File: src/audio_pkg.sv
// audio sample width, sample and frame types, sample FIFO sizing
package audio_pkg;

    // PCM word width delivered by the receiver
    localparam int SAMPLE_W = 24;

    // signed two's complement PCM sample
    typedef logic signed [SAMPLE_W-1:0] sample_t;

    // one decoded sample with its channel tag
    // right = 1 marks the right channel, 0 the left
    typedef struct packed {
        sample_t data;
        logic    right;
    } tagged_sample_t;

    // stereo pair handed to the DAC driver
    typedef struct packed {
        sample_t left;
        sample_t right;
    } frame_t;

    // sample FIFO between receiver and frame assembler
    localparam int FIFO_DEPTH = 16;

    // address width for FIFO_DEPTH entries
    localparam int FIFO_AW = 4;

endpackage

File: src/sample_stream_if.sv
// interfaces sample_if (FIFO to assembler) and frame_if (assembler to DAC driver)
`timescale 1ns/1ps

interface sample_if;
    logic                      empty;
    logic                      pop;
    audio_pkg::tagged_sample_t word;
    logic                      flush;

    // pop only while empty is low, word consumed at that edge
    modport fifo (output empty, output word, input pop, input flush);
    modport sink (input empty, input word, output pop, output flush);
endinterface

interface frame_if;
    logic              req;
    logic              ack;
    audio_pkg::frame_t frame;
    logic              valid_pending;

    // req is a one-cycle pulse, ack comes in the following cycle or not at all
    modport source (input req, output ack, output frame, output valid_pending);
    modport sink (output req, input ack, input frame, input valid_pending);
endinterface

File: src/frame_assembler.sv
// frame_assembler: pops tagged samples and pairs left and right into a stereo frame
`timescale 1ns/1ps

module frame_assembler (
    input  logic     clk491520,
    input  logic     rst_ip,
    input  logic     locked_i,
    sample_if.sink   src,
    frame_if.source  dst
);

    audio_pkg::sample_t left_q;
    audio_pkg::sample_t right_q;

    logic half_q;
    logic pending_q;
    logic pop_q;
    logic ack_q;

    // lock loss empties the FIFO and drops any partial frame
    assign src.flush = !locked_i;
    assign src.pop   = pop_q;

    assign dst.ack           = ack_q;
    assign dst.valid_pending = pending_q;
    assign dst.frame         = '{left: left_q, right: right_q};

    // at most one pop per two cycles, none while a full frame waits
    always_ff @(posedge clk491520) begin
        if (rst_ip) begin
            pop_q <= 1'b0;
        end else begin
            pop_q <= !src.empty && !pop_q && !pending_q && locked_i;
        end
    end

    always_ff @(posedge clk491520) begin
        if (pop_q && !src.word.right) begin
            left_q <= src.word.data;
        end
        if (pop_q && src.word.right && half_q) begin
            right_q <= src.word.data;
        end
    end

    always_ff @(posedge clk491520) begin
        if (rst_ip || src.flush) begin
            half_q    <= 1'b0;
            pending_q <= 1'b0;
            ack_q     <= 1'b0;
        end else begin
            ack_q <= dst.req && pending_q && !ack_q;
            // frame taken by the driver
            if (ack_q) begin
                pending_q <= 1'b0;
            end
            if (pop_q) begin
                if (!src.word.right) begin
                    // a second left simply replaces the first
                    half_q <= 1'b1;
                end else if (half_q) begin
                    half_q    <= 1'b0;
                    pending_q <= 1'b1;
                end
                // lone right is dropped
            end
        end
    end

    a_ack_after_req: assert property (@(posedge clk491520) disable iff (rst_ip)
        dst.ack |-> $past(dst.req));

endmodule

File: src/flat_wrapper.sv
// flat-port wrapper written by rule: the top's interface ports become plain ports
module frame_assembler_flat 
  (clk491520, rst_ip, locked_i, src_empty, src_word, src_pop, src_flush, dst_req, dst_ack, dst_frame, dst_valid_pending);
  sample_if src_i ();
  frame_if dst_i ();
  input  logic clk491520;
  input  logic rst_ip;
  input  logic locked_i;
  input wire logic [$bits(src_i.empty)-1:0] src_empty;
  input wire logic [$bits(src_i.word)-1:0] src_word;
  output wire logic [$bits(src_i.pop)-1:0] src_pop;
  output wire logic [$bits(src_i.flush)-1:0] src_flush;
  input wire logic [$bits(dst_i.req)-1:0] dst_req;
  output wire logic [$bits(dst_i.ack)-1:0] dst_ack;
  output wire logic [$bits(dst_i.frame)-1:0] dst_frame;
  output wire logic [$bits(dst_i.valid_pending)-1:0] dst_valid_pending;
  assign src_i.empty = src_empty;
  assign src_i.word = src_word;
  assign src_pop = src_i.pop;
  assign src_flush = src_i.flush;
  assign dst_i.req = dst_req;
  assign dst_ack = dst_i.ack;
  assign dst_frame = dst_i.frame;
  assign dst_valid_pending = dst_i.valid_pending;
  frame_assembler u_core (.clk491520(clk491520), .rst_ip(rst_ip), .locked_i(locked_i), .src(src_i), .dst(dst_i));
endmodule
File: config.mk
export PLATFORM = sky130hd
export DESIGN_NAME = frame_assembler_flat
export DESIGN_NICKNAME = d
export VERILOG_FILES = /design/src/audio_pkg.sv /design/src/sample_stream_if.sv /design/src/frame_assembler.sv /design/src/flat_wrapper.sv
export SDC_FILE = /design/constraint.sdc
export NUM_CORES = 1
export LEC_CHECK = 0
export BUFFER_PORTS_ARGS = -buffer_cell sky130_fd_sc_hd__clkbuf_2
export CORE_ASPECT_RATIO = 1.5
export CORE_UTILIZATION = 40
export CTS_BUF_LIST = sky130_fd_sc_hd__clkbuf_2 sky130_fd_sc_hd__clkbuf_4 sky130_fd_sc_hd__clkbuf_8
export DETAILED_ROUTE_END_ITERATION = 7
export PLACE_DENSITY = 0.83
export SLEW_MARGIN = 10
export SYNTH_ARGS = -nofsm -noshare
export SYNTH_HDL_FRONTEND = slang
export SYNTH_SLANG_ARGS = --single-unit
export TNS_END_PERCENT = 100
File: constraint.sdc
create_clock -name clk491520 -period 4.6 [get_ports clk491520]
set_clock_uncertainty 0.05 [all_clocks]
set_input_delay 0.92 -clock clk491520 [delete_from_list [all_inputs] [get_ports clk491520]]
set_output_delay 0.92 -clock clk491520 [all_outputs]
set_load 0.05 [all_outputs]
==> impl_metrics.tcl <==
set metrics [dict create \
    status "completed" \
    cp.arrival_ps 1350 \
    io_pins 82 \
    drv_slew 0 \
    cts.clk_slew.worst_paths_ps 90 \
    grt.overflow.total 0 \
    clk_latency_ps 290 \
    ant_nets 0 \
    ctsHoldBuffers 0 \
    drive_gt1_share_pct 60.1 \
    synthMostInstantiatedCell "edfxtp_1" \
    cts_resized 0 \
    grt_setup_unrepaired "false" \
    finalSetupTns_ps 0 \
    startpoint_type "primary input" \
    pre_cts_slack_ps 2130 \
    post_drt_wl_per_cell_um 14.1 \
    crit_path_max_fanout 2 \
    die_height_um 79.4 \
    worst_pin_slew_ps 916 \
    grt_pass1_vias 938 \
    cts_tree "built" \
    coreArea_um2 3750 \
    grt_max_degree 25 \
    cts-htree-levels 2 \
    vias 902 \
    setup_ws_ps 2280 \
    synth_top_area_share_pct 90.3 \
    post-route-cell-area_um2 2170 \
    cts.sinks 52 \
    die_w_um 53.6 \
    rows 27 \
    place_congestion 0.721 \
    power_density_nw_per_um2 396 \
    syn-num-nets 94 \
    synthToLayoutAreaGrowth_pct 36.2 \
    dp.cells 188 \
    syn-cell-area_um2 1600 \
    numPortBuffers 81 \
    cp.required_ps 3630 \
    cts_max_path_buffers 2 \
    p_leak_uw 0.000900 \
    vias_per_cell 4.60 \
    yosys.area.top_type "edfxtp_1" \
    cts-root-buf "clkbuf_8" \
    synth_area_per_cell_um2 24.9 \
    synth_edf_count 48 \
    synthCells 64 \
    post_cts_buffers 0 \
    fin_nets 182 \
    crit_type "in -> out" \
    yosysSeqAreaShare_pct 95.3 \
    synthArstFlopShare_pct 0 \
    setup_violations 0 \
    synth_flop_cell "edfxtp_1" \
    synth_common_cells "edfxtp_1 (48), dfxtp_1 (4), inv_1 (3)" \
    dpl_cell_area_um2 2060 \
    hold_viol_final 0 \
    start_util_pct 42.6 \
    ys_seq_elements 52 \
    end_kind "primary output" \
    drtIter0Drc 7 \
    ys_top_cells_by_area "edfxtp_1 (90%), dfxtp_1 (5.0%), nand2b_4 (0.86%)" \
    drv_cap 0 \
    drc 0 \
    antenna_found_initial 0 \
    n_antenna_cell 0 \
    wl_mm 2.76 \
    relSlewSlack_pct 38.9 \
    cts_made_buffers 5 \
    grt_usage_pct 14.4 \
    grt_pass1_wl_mm 4.15 \
    fin_crit_ps 2320 \
    max_clock_freq_mhz 432 \
    ir_drop_uv 332 \
    finalCritPeriodShare_pct 50.3 \
    drt-pass1-iter-count 4 \
    die-area_um2 4250 \
    fin_cells 196 \
    worstHoldPathType "reg -> reg" \
    synth_cell_types 12 \
    yosysWarnings 0 \
]
## layout make-up
cell class	instances	area (um2)
fill	306	1580
clock inverter	2	35.0
inverter	3	11.3
sequential	52	1520
clock buffer	6	76.3
timing repair buffer	81	405
multi-input combinational	9	71.3
tap	43	53.8
## placed cells by master, fill, tap and decap left out, drive strengths merged, types with 2 or more instances in the layout
cell / instances
clkbuf: 87
dfxtp: 4
edfxtp: 48
inv: 3
nand2b: 2
## worst paths after layout
check	endpoint	start	cells after the start	slack [ps]
worst max-delay path	src_flush	locked_i	3	2280
worst min-delay path	u_core.src.pop	u_core.dst.valid_pending	1	410
worst max register to register	u_core.right_q[22]	u_core.src.pop	2	2860
worst min register to register	u_core.src.pop	u_core.dst.valid_pending	1	410
## metal layers
layer	part of all wire (%)	GRT usage, %	vias up
li1	-	-	423
met1	34	13.1	425
met2	56	26.0	52
met3	9.1	6.67	2
met4	0.47	5.53	0
met5	0	0	-
## cells by family (layout without fill, tap and decap cells)
family / count (synthesis) / in the layout / synth area share, %
DFF: 52 / 52 / 95.3
and+or+nand+nor: 7 / 7 / 2.90
buffers and inverters: 3 / 92 / 0.705
AOI/OAI and AO/OA: 2 / 2 / 1.10
## worst max-delay path, stage by stage
cell and delay (ps):
clkbuf_2 110, inv_1 50, clkbuf_2 260
## registers in the layout, summed over array words and instances (netlist names)
| signal | count |
|---|---|
| u_core.dst.valid_pending | 1 |
| u_core.half_q | 1 |
| u_core.dst.ack | 1 |
| u_core.right_q | 24 |
| u_core.left_q | 24 |
| u_core.src.pop | 1 |
## stage by stage
step                util [%]  hold slack [ps]  power, uW
floorplan                  -              414        553
global placement        54.9              387        572
detailed placement      54.9              410        574
CTS                     57.9              414        870
global route            58.0              428        891
finish                  58.0              414        862
## report_power, final
group	internal, uW	switching (uW)
registers	520	1.79
clock network	167	132
logic	13.1	27.5
total	701	161
No activity file was read; power rests on OpenSTA's default activity.
