**src/audio_pkg.sv**
```systemverilog
// audio sample width, sample and frame types, sample FIFO sizing
package audio_pkg;

    // PCM word width delivered by the receiver
    localparam int SAMPLE_W = 24;

    // signed two's complement PCM sample
    typedef logic signed [SAMPLE_W-1:0] sample_t;

    // one decoded sample with its channel tag
    // right = 1 marks the right channel, 0 the left
    typedef struct packed {
        sample_t data;
        logic    right;
    } tagged_sample_t;

    // stereo pair handed to the DAC driver
    typedef struct packed {
        sample_t left;
        sample_t right;
    } frame_t;

    // sample FIFO between receiver and frame assembler
    localparam int FIFO_DEPTH = 16;

    // address width for FIFO_DEPTH entries
    localparam int FIFO_AW = 4;

endpackage

```
**src/sample_stream_if.sv**
```systemverilog
// interfaces sample_if (FIFO to assembler) and frame_if (assembler to DAC driver)
`timescale 1ns/1ps

interface sample_if;
    logic                      empty;
    logic                      pop;
    audio_pkg::tagged_sample_t word;
    logic                      flush;

    // pop only while empty is low, word consumed at that edge
    modport fifo (output empty, output word, input pop, input flush);
    modport sink (input empty, input word, output pop, output flush);
endinterface


```
**src/sample_fifo.sv**
```systemverilog
// sample_fifo: synchronous FIFO of tagged samples with flush and sticky overflow
`timescale 1ns/1ps

module sample_fifo (
    input  logic                      clk491520,
    input  logic                      rst_ip,
    input  logic                      push_i,
    input  audio_pkg::tagged_sample_t data_i,
    output logic                      overflow_o,
    sample_if.fifo                    rd
);

    audio_pkg::tagged_sample_t mem [audio_pkg::FIFO_DEPTH];

    logic [audio_pkg::FIFO_AW-1:0] wr_ptr;
    logic [audio_pkg::FIFO_AW-1:0] rd_ptr;
    logic [audio_pkg::FIFO_AW:0]   count;
    logic                          full;
    logic                          do_push;
    logic                          do_pop;

    assign full     = (count == (audio_pkg::FIFO_AW + 1)'(audio_pkg::FIFO_DEPTH));
    assign rd.empty = (count == '0);
    assign rd.word  = mem[rd_ptr];

    // flush wins over both ports
    assign do_push = push_i && !full && !rd.flush;
    assign do_pop  = rd.pop && !rd.flush;

    always_ff @(posedge clk491520) begin
        if (do_push) begin
            mem[wr_ptr] <= data_i;
        end
    end

    always_ff @(posedge clk491520) begin
        if (rst_ip || rd.flush) begin
            wr_ptr <= '0;
            rd_ptr <= '0;
            count  <= '0;
        end else begin
            if (do_push) begin
                wr_ptr <= wr_ptr + 1'b1;
            end
            if (do_pop) begin
                rd_ptr <= rd_ptr + 1'b1;
            end
            case ({do_push, do_pop})
                2'b10:   count <= count + 1'b1;
                2'b01:   count <= count - 1'b1;
                default: count <= count;
            endcase
        end
    end

    // dropped push, stays set until reset
    always_ff @(posedge clk491520) begin
        if (rst_ip) begin
            overflow_o <= 1'b0;
        end else if (push_i && full && !rd.flush) begin
            overflow_o <= 1'b1;
        end
    end

    // the assembler must respect empty
    a_no_pop_when_empty: assert property (@(posedge clk491520) disable iff (rst_ip)
        rd.pop |-> !rd.empty);

    a_count_in_range: assert property (@(posedge clk491520) disable iff (rst_ip)
        count <= (audio_pkg::FIFO_AW + 1)'(audio_pkg::FIFO_DEPTH));

endmodule

```
**src/flat_wrapper.sv**
```systemverilog
// flat-port wrapper written by rule: the top's interface ports become plain ports
module sample_fifo_flat 
  (clk491520, rst_ip, push_i, data_i, overflow_o, rd_empty, rd_word, rd_pop, rd_flush);
  sample_if rd_i ();
  input  logic clk491520;
  input  logic rst_ip;
  input  logic push_i;
  input  audio_pkg::tagged_sample_t data_i;
  output logic overflow_o;
  output wire logic [$bits(rd_i.empty)-1:0] rd_empty;
  output wire logic [$bits(rd_i.word)-1:0] rd_word;
  input wire logic [$bits(rd_i.pop)-1:0] rd_pop;
  input wire logic [$bits(rd_i.flush)-1:0] rd_flush;
  assign rd_empty = rd_i.empty;
  assign rd_word = rd_i.word;
  assign rd_i.pop = rd_pop;
  assign rd_i.flush = rd_flush;
  sample_fifo u_core (.clk491520(clk491520), .rst_ip(rst_ip), .push_i(push_i), .data_i(data_i), .overflow_o(overflow_o), .rd(rd_i));
endmodule
```
**config.mk**
```make
export PLATFORM = sky130hd
export DESIGN_NAME = sample_fifo_flat
export DESIGN_NICKNAME = d
export VERILOG_FILES = /design/src/audio_pkg.sv /design/src/sample_stream_if.sv /design/src/sample_fifo.sv /design/src/flat_wrapper.sv
export SDC_FILE = /design/constraint.sdc
export NUM_CORES = 1
export LEC_CHECK = 0
export BUFFER_PORTS_ARGS = -buffer_cell sky130_fd_sc_hd__buf_2
export CAP_MARGIN = 25
export CORE_AREA = 2 2 219 221
export DETAILED_ROUTE_END_ITERATION = 12
export DIE_AREA = 0 0 221 223
export GPL_TIMING_DRIVEN = 0
export PLACE_DENSITY = 0.53
export SLEW_MARGIN = 5
export SYNTH_ARGS = -nofsm -noshare
export SYNTH_HDL_FRONTEND = slang
export SYNTH_SLANG_ARGS = --single-unit
export TNS_END_PERCENT = 30
```
**constraint.sdc**
```tcl
create_clock -name clk491520 -period 2.95 [get_ports clk491520]
set_clock_uncertainty 0.1 [all_clocks]
set_input_delay 0.1475 -clock clk491520 [delete_from_list [all_inputs] [get_ports clk491520]]
set_output_delay 0.1475 -clock clk491520 [all_outputs]
set_load 0.1 [all_outputs]
```
==> results_dict.tcl, run 1 <==
set metrics [dict create \
    status "complete, no violations" \
    postSynthAreaPerCell_sq_um 24.2 \
    finalSetupViolCount 0 \
    place.gp.congestion 0.678 \
    final_cell_mix "edfxtp_1, mux4_2, mux4_1" \
    rsz0062_at_grt "true" \
    worst_slew_pin_slew_ns 0.874 \
    holdPathStages 4 \
    end_kind "output port" \
    synth-seq-cells 418 \
    synth_top_area_share 0.738 \
    yosysSeqAreaShare 0.760 \
    rows 80 \
    layout_commonest_cell "edfxtp_1" \
    switching_share 0.208 \
    yosys_warnings 0 \
    finalMaxSlewViolations 0 \
    synth_area_sq_um 16300 \
    drc 0 \
    path_cells "buf_6, buf_8, mux4_1, mux4_2, buf_4" \
    die_x_um 221 \
    p_clk_frac 0.430 \
    worstHoldStart "rd_pop" \
    finalHoldViolCount 0 \
    p_per_area_nw_per_um2 649 \
    synthToLayoutAreaGrowth_pct 20.1 \
    worstSetupStartpointType "flop" \
    final.fill_count 4033 \
    rr_worst_depth 11 \
    cts_buffers 45 \
    final_nets 853 \
    critical_path_required_ns 2.70 \
    portBuffers 56 \
    synth_top_area_cell "edfxtp_1" \
    ios 57 \
    post-route-period-util 0.995 \
    r2r_start "u_core.count[1]$_SDFFE_PP0P_" \
    crit_family "multiplexers" \
    relSlewSlack 0.417 \
    start_util 0.345 \
    grt_start_max_net_pins 26 \
    cts.clk_slew.worst_paths_ns 0.06 \
    min_path_type "input port to flop" \
    dp_hpwl_mm 21.1 \
    synthCells 671 \
    critPathMaxFanout 10 \
    critPathSlowestCell "mux4_1" \
    post-route-min-period_ns 2.94 \
    drt_first_iter_violations 504 \
    pwr-share-comb 0.054 \
    synth.distinct_cells 38 \
    dr.pass1.iters 4 \
    clk_path_buf_depth 3 \
    ant_nets 0 \
    dieArea_sq_um 49300 \
    viasPerCell 5.09 \
    peakVddDrop_v 0.000421 \
    power_leakage_nw 6.20 \
    dieHeight_um 223 \
    grt_pass1_wl_mm 52.5 \
    fmax_mhz 341 \
    setup_tns_ns 0 \
    tritoncts "done" \
    antenna_found_initial 1 \
    vias 7441 \
    critPathBufInv 3 \
    timing.rr.end "u_core.count[2]$_SDFFE_PP0P_" \
    pwr-share-seq 0.515 \
    h-tree-depth 2 \
    insertion_delay_ns 0.55 \
    r2r_slack_ns 0.25 \
    async_flop_share 0 \
    crit_type "flop to output port" \
    cap_violations 0 \
    routedWlPerCell_um 24.6 \
    track_usage 0.146 \
    clkSinkCount 418 \
    wirelength_mm 35.9 \
    crit_arrival_ns 2.69 \
    yosys-top-cells-area "edfxtp_1, mux4_1, mux4_2" \
    root_buffer "clkbuf_16" \
    p_sw_mw 2.64 \
    dp_slack_ns -0.109 \
    core_area_sq_um 47100 \
    synth_edf_count 400 \
    syn-num-nets 709 \
    layout-drive-gt1-share 0.289 \
    grt_remaining_overflow 0 \
    grt_pass1_vias 7699 \
    p_int_mw 10.0 \
    synth_top_flop_cell "edfxtp_1" \
    min_to "u_core.rd_ptr[0]$_SDFFE_PP0P_" \
    fin_ws_ns 0.0148 \
    slowest_delay_ns 0.61 \
]
-- cells in the mapped netlist, types with 4 or more instances --
cell type,number
nand2_1,4
buf_1,7
clkbuf_1,12
mux4_2,66
and2_1,12
dfxtp_1,18
mux2i_1,5
inv_1,9
mux4_1,59
buf_6,8
ha_1,8
edfxtp_1,400
xor2_1,6
nor2_1,17
-- power by group through the flow --
stage,sequential (mW),combinational [mW],clock [mW]
final,6.53,0.687,5.46
after CTS,6.53,0.690,5.58
after detailed placement,6.66,0.639,0
after global routing,6.53,0.728,5.80
after global placement,6.66,0.624,0
after floorplan,6.66,0.434,0
-- layer usage --
metal	wire (um)	track usage	up-vias
li1	-	-	3204
met1	16200	0.204	4039
met4	561	0.0362	0
met5	0	0	-
met2	17600	0.238	153
met3	1600	0.0263	45
-- flip-flops by register name, indices dropped and copies added (netlist names), named ones only --
signal             flops
u_core.mem           400
u_core.count           5
u_core.rd_ptr          4
u_core.wr_ptr          4
u_core.overflow_o      1
-- area by class of cell --
class                           instances  area, sq um  area share
Clock buffer                           60         1230      0.0632
Multi-Input combinational cell        212         3710       0.190
Sequential cell                       418        12400       0.633
Antenna cell                            1         2.50    0.000128
Clock inverter                         17          185     0.00948
Timing Repair Buffer                  100          962      0.0492
Inverter                                9         33.8     0.00173
Tap cell                              615          769      0.0394
Buffer                                 29          270      0.0138
-- cells by family after synthesis --
group | synth area share
AO/OA/AOI/OAI | 0.00569
XOR/XNOR | 0.00485
adder cells (fa/ha/maj) | 0.00615
buffers and inverters | 0.0154
flip-flops | 0.760
multiplexers | 0.190
AND/OR/NAND/NOR | 0.0178
-- how the worst max path moves through the flow --
stage	start	endpoint	cells past startpoint	slack (ns)
finish	flop	rd_word[20]	5	0.01
global route	flop	rd_word[7]	5	-0.05
CTS	flop	rd_word[6]	5	-0.01
detailed placement	flop	rd_word[15]	5	-0.11
global placement	u_core.count[2]$_SDFFE_PP0P_	u_core.mem[12][10]$_DFFE_PP_	5	-1.40
floorplan	u_core.count[2]$_SDFFE_PP0P_	u_core.mem[12][0]$_DFFE_PP_	5	0.25
-- stage by stage --
stage | hold slack [ns] | util | cells | area (sq um) | power [mW]
finish | 0.366 | 0.415 | 1461 | 19500 | 12.7
global placement | 0.271 | 0.367 | 1342 | 17300 | 7.28
CTS | 0.339 | 0.414 | 1461 | 19500 | 12.8
floorplan | 0.120 | - | 671 | 16300 | 7.09
detailed placement | 0.281 | 0.375 | 1356 | 17700 | 7.30
global route | 0.358 | 0.415 | 1461 | 19500 | 13.1
-- timing repair --
item | CTS | global route
cloned | 0 | 0
gates resized for setup | 61 | 14
hold endpoints to repair | 409 | 0
hold buffers | 30 | 0
setup endpoints to repair | 26 | 21
buffers inserted | 0 | 0
pin swaps | 0 | 0
-- tightest hold or removal path: stages --
cell and delay [ns]:
dlygate4sd3_1 0.52, buf_2 0.14, xnor2_1 0.08, nor2_1 0.08
Power figures use the tool's default switching activity.
==> run 2, diff against run 1 <==
Settings changed: CORE_AREA 2 2 219 221 to 2 2 205 207, DIE_AREA 0 0 221 223 to 0 0 207 209, PLACE_DENSITY 0.53 to 0.58.
==> run 2 against run 1 <==
Sequential power barely moved. Cell count down 4.7%. Flip-flop and latch count unchanged. Power down 0.80%. Core utilization up 5.8 points. Largest cell class unchanged. Wire length down 1.8%. Largest power group unchanged. Worst setup slack better by 0.0074 ns.
==> results_dict.tcl, run 2 (synthesis gave the netlist of run 1 again) <==
set metrics [dict create \
    status "complete, no violations" \
    viasPerCell 5.34 \
    power_leakage_nw 6.25 \
    p_sw_mw 2.66 \
    peakVddDrop_v 0.000474 \
    rsz0062_at_grt "true" \
    critPathMaxFanout 10 \
    core_area_sq_um 41300 \
    critPathBufInv 3 \
    rows 75 \
    finalMaxSlewViolations 0 \
    root_buffer "clkbuf_16" \
    drt_first_iter_violations 600 \
    drc 0 \
    path_cells "buf_12, buf_8, mux4_1, mux4_2, buf_6" \
    crit_arrival_ns 2.68 \
    largest_register_ffs 400 \
    wirelength_mm 35.3 \
    cts.clk_slew.worst_paths_ns 0.06 \
    finalHoldViolCount 0 \
    finalSetupViolCount 0 \
    reg.largest.list "u_core.mem x400, u_core.count x5" \
    critical_path_required_ns 2.70 \
    slowest_delay_ns 0.58 \
    grt_pass1_vias 7554 \
    relSlewSlack 0.619 \
    vias 7427 \
    fin_ws_ns 0.0221 \
    pwr-share-seq 0.520 \
    regMostFlops "u_core.mem" \
    clk_path_buf_depth 3 \
    worst_slew_pin_slew_ns 0.572 \
    start_util 0.394 \
    dp_hpwl_mm 20.2 \
    layout-drive-gt1-share 0.293 \
    diodes 0 \
    dieArea_sq_um 43300 \
    synthToLayoutAreaGrowth_pct 20.0 \
    ant_nets 0 \
    critPathSlowestCell "mux4_1" \
    layout_commonest_cell "edfxtp_1" \
    grt_pass1_wl_mm 51.6 \
    dp.cells 1282 \
    switching_share 0.211 \
    min_path_type "input port to flop" \
    routedWlPerCell_um 25.3 \
    dp_slack_ns -0.214 \
    p_int_mw 9.92 \
    dr.pass1.iters 5 \
    p_clk_frac 0.425 \
    clkSinkCount 418 \
    die_x_um 207 \
    cap_violations 0 \
    fmax_mhz 342 \
    pwr-share-comb 0.055 \
    crit_type "flop to output port" \
    ios 57 \
    dieHeight_um 209 \
    setup_tns_ns 0 \
    grt_remaining_overflow 0 \
    tritoncts "done" \
    final_core_util 0.473 \
    post-route-min-period_ns 2.93 \
    track_usage 0.164 \
    antenna_found_initial 0 \
    end_kind "output port" \
    final_cell_mix "edfxtp_1, mux4_2, mux4_1" \
    portBuffers 56 \
    cts_buffers 45 \
    final_nets 856 \
    crit_family "multiplexers" \
    post-route-period-util 0.992 \
    stdcell_count 1392 \
    place.gp.congestion 0.672 \
    insertion_delay_ns 0.54 \
    hold_ws_ns 0.362 \
    h-tree-depth 2 \
    worstSetupStartpointType "flop" \
    grt_start_max_net_pins 20 \
    p_per_area_nw_per_um2 644 \
]
run 2: final timing paths:
check	startpoint	to	slack [ns]	cells after the start
hold reg to reg	u_core.rd_ptr[3]$_SDFFE_PP0P_	flop	0.43	2
setup / recovery	flop	rd_word[24]	0.02	5
hold / removal	rd_pop	u_core.rd_ptr[0]$_SDFFE_PP0P_	0.36	4
setup reg to reg	u_core.count[1]$_SDFFE_PP0P_	u_core.count[2]$_SDFFE_PP0P_	0.31	11
run 2: power by group through the flow:
stage	Sequential, mW	Combinational [mW]	Clock (mW)
floorplan	6.66	0.434	0
global placement	6.66	0.617	0
detailed placement	6.66	0.632	0
CTS	6.53	0.691	5.45
global route	6.53	0.735	5.73
finish	6.53	0.696	5.34
run 2: worst min-delay path: cells and delay by family:
kind                   cells  cell delay, ns
AND/OR/NAND/NOR            1            0.07
buffers and inverters      2            0.67
XOR/XNOR                   1            0.08
run 2: per-stage QoR:
step                power [mW]  instance area, sq um
floorplan                 7.09                 16300
global placement          7.27                 17200
detailed placement        7.29                 17600
CTS                       12.7                 19500
global route              13.0                 19500
finish                    12.6                 19500
run 2: layer usage:
metal  track usage  vias up  wire length, um
li1              -     3213                -
met1         0.246     3991            16500
met2         0.256      183            16700
met3        0.0274       40             1540
met4        0.0347        0              532
met5             0        -                0
run 2: final cells by class:
type | instances | area (sq um)
plain buffers | 30 | 275
clock buffers | 53 | 1230
clock inverters | 29 | 183
fillers | 3394 | 21800
inverters | 9 | 33.8
multi-input cells | 212 | 3710
flip-flops and latches | 418 | 12400
well taps | 539 | 674
repair buffers | 102 | 1050
run 2: timing repair:
item	CTS	global route
setup buffers	0	0
endpoints found under the hold margin	409	0
hold buffers	30	0
cloned	0	0
gates resized for setup	64	21
endpoints found under the setup margin	26	25
==> run 3, diff against run 2 <==
Settings changed: CELL_PAD_IN_SITES_DETAIL_PLACEMENT set to 2, CELL_PAD_IN_SITES_GLOBAL_PLACEMENT set to 2, PLACE_DENSITY 0.58 to not set, PLACE_DENSITY_LB_ADDON set to 0.1.
==> run 3 against run 2 <==
Worst setup slack gained 0.023 ns. Global-route usage rose by 2.7 points. Maximum frequency increased by 0.78%. Cell count up 0.36%. Clock power is 8.1% higher. Non-clock buffer count is 2 lower. Cell area up 0.72%. Die area did not move. Sequential share of layout area is 0.45 points lower. Largest cell class unchanged. Largest power group unchanged.
==> results_dict.tcl, run 3 (synthesis gave the netlist of run 1 again) <==
set metrics [dict create \
    p_sw_mw 2.81 \
    root_buffer "clkbuf_16" \
    path_cells "buf_12, buf_8, mux4_1, mux4_2, buf_6" \
    insertion_delay_ns 0.56 \
    cts_buffers 47 \
    vias 7594 \
    grt_pass1_wl_mm 59.5 \
    grt_remaining_overflow 0 \
    layout-drive-gt1-share 0.298 \
    dieHeight_um 209 \
    antenna_found_initial 2 \
    drt_first_iter_violations 530 \
    pwr-share-seq 0.502 \
    end_kind "output port" \
    place.gp.congestion 0.713 \
    dp.cells 1282 \
    portBuffers 56 \
    crit_type "flop to output port" \
    clk_path_buf_depth 3 \
    switching_share 0.216 \
    dr.pass1.iters 4 \
    slowest_delay_ns 0.59 \
    setup_tns_ns 0 \
    worst_slew_pin_slew_ns 0.610 \
    hold_ws_ns 0.342 \
    critPathMaxFanout 10 \
    core_area_sq_um 41300 \
    multi_input_area_sq_um 3700 \
    ios 57 \
    rr_worst_depth 11 \
    regMostFlops "u_core.mem" \
    stdcell_count 1397 \
    crit_arrival_ns 2.66 \
    ant_nets 0 \
    reg.largest.list "u_core.mem x400, u_core.count x5" \
    fin_ws_ns 0.0448 \
    largest_register_ffs 400 \
    postCtsSetupBuffers 0 \
    tritoncts "done" \
    rows 75 \
    synthToLayoutAreaGrowth_pct 20.9 \
    post-route-min-period_ns 2.91 \
    layout_commonest_cell "edfxtp_1" \
    status "complete, no violations" \
    finalMaxSlewViolations 0 \
    holdPathStages 4 \
    drc 0 \
    wirelength_mm 40.4 \
    final.fill_count 3616 \
    peakVddDrop_v 0.000351 \
    h-tree-depth 2 \
    finalHoldViolCount 0 \
    fin_area_sq_um 19700 \
    regArea_sq_um 12400 \
    finalSetupViolCount 0 \
    critPathSlowestCell "mux4_1" \
    pwr-share-comb 0.054 \
    worstHoldStart "rst_ip" \
    dp_slack_ns -0.227 \
    final_core_util 0.476 \
    die_x_um 207 \
    start_util 0.394 \
    grt_pass1_vias 8483 \
    fmax_mhz 344 \
    grt_start_max_net_pins 20 \
    p_int_mw 10.2 \
    final_nets 856 \
    rsz0062_at_grt "true" \
    dp_hpwl_mm 24.7 \
    dieArea_sq_um 43300 \
    post-route-period-util 0.985 \
    worstSetupStartpointType "flop" \
    p_clk_frac 0.443 \
    track_usage 0.191 \
    finalPower_mw 13.0 \
    cts.clk_slew.worst_paths_ns 0.06 \
    cap_violations 0 \
    clkSinkCount 418 \
    relSlewSlack 0.592 \
    min_path_type "input port to flop" \
    critical_path_required_ns 2.70 \
    viasPerCell 5.44 \
    power_leakage_nw 6.29 \
    p_per_area_nw_per_um2 661 \
    r2r_start "u_core.count[1]$_SDFFE_PP0P_" \
    final_cell_mix "edfxtp_1, mux4_2, mux4_1" \
    routedWlPerCell_um 28.9 \
    place_area_sq_um 17600 \
]
-- run 3: changes by cell type in the layout (fill, tap and decap cells not counted), moves of 3 or more --
cell / delta
buf_2: -3
buf_16: +5
clkbuf_4: +3
buf_12: -4
bufinv_16: +3
-- run 3: worst max-delay path: cells and delay by family (launching register included) --
family	cells	cell delay (ns)
flops	1	0.36
buf+inv	3	0.58
mux	2	1.12
-- run 3: metal layers --
metal  vias to the layer above  GRT usage  wire, um
met3                        60     0.0299      1600
met2                       174      0.324     20500
met4                         0     0.0581       907
li1                       3221          -         -
met1                      4139      0.257     17400
met5                         -          0         0
-- run 3: final timing paths --
kind / endpoint / slack [ns]
worst max register to register: u_core.count[2]$_SDFFE_PP0P_ / 0.21
worst max-delay path: rd_word[21] / 0.04
worst min-delay path: u_core.count[3]$_SDFFE_PP0P_ / 0.34
worst min register to register: flop / 0.45
-- run 3: power by group through the flow --
stage | clock [mW] | combinational, mW | sequential (mW)
after detailed placement | 0 | 0.644 | 6.66
after CTS | 5.93 | 0.706 | 6.53
after global routing | 6.13 | 0.746 | 6.53
after global placement | 0 | 0.611 | 6.66
after floorplan | 0 | 0.434 | 6.66
final | 5.77 | 0.705 | 6.54
-- run 3: repair_timing --
| action | CTS | global route |
|---|---|---|
| hold endpoints to repair | 409 | 0 |
| resized for setup | 71 | 19 |
| setup endpoints to repair | 28 | 24 |
| pin swaps | 0 | 1 |
| gates cloned | 0 | 0 |
| hold buffers | 30 | 0 |
-- run 3: cell type report --
type | count | area share
Multi-Input combinational cell | 212 | 0.188
Sequential cell | 418 | 0.629
Buffer | 28 | 0.0142
Antenna cell | 2 | 0.000254
Inverter | 9 | 0.00172
Tap cell | 539 | 0.0343
Timing Repair Buffer | 102 | 0.0547
Clock buffer | 55 | 0.0624
Clock inverter | 32 | 0.0150
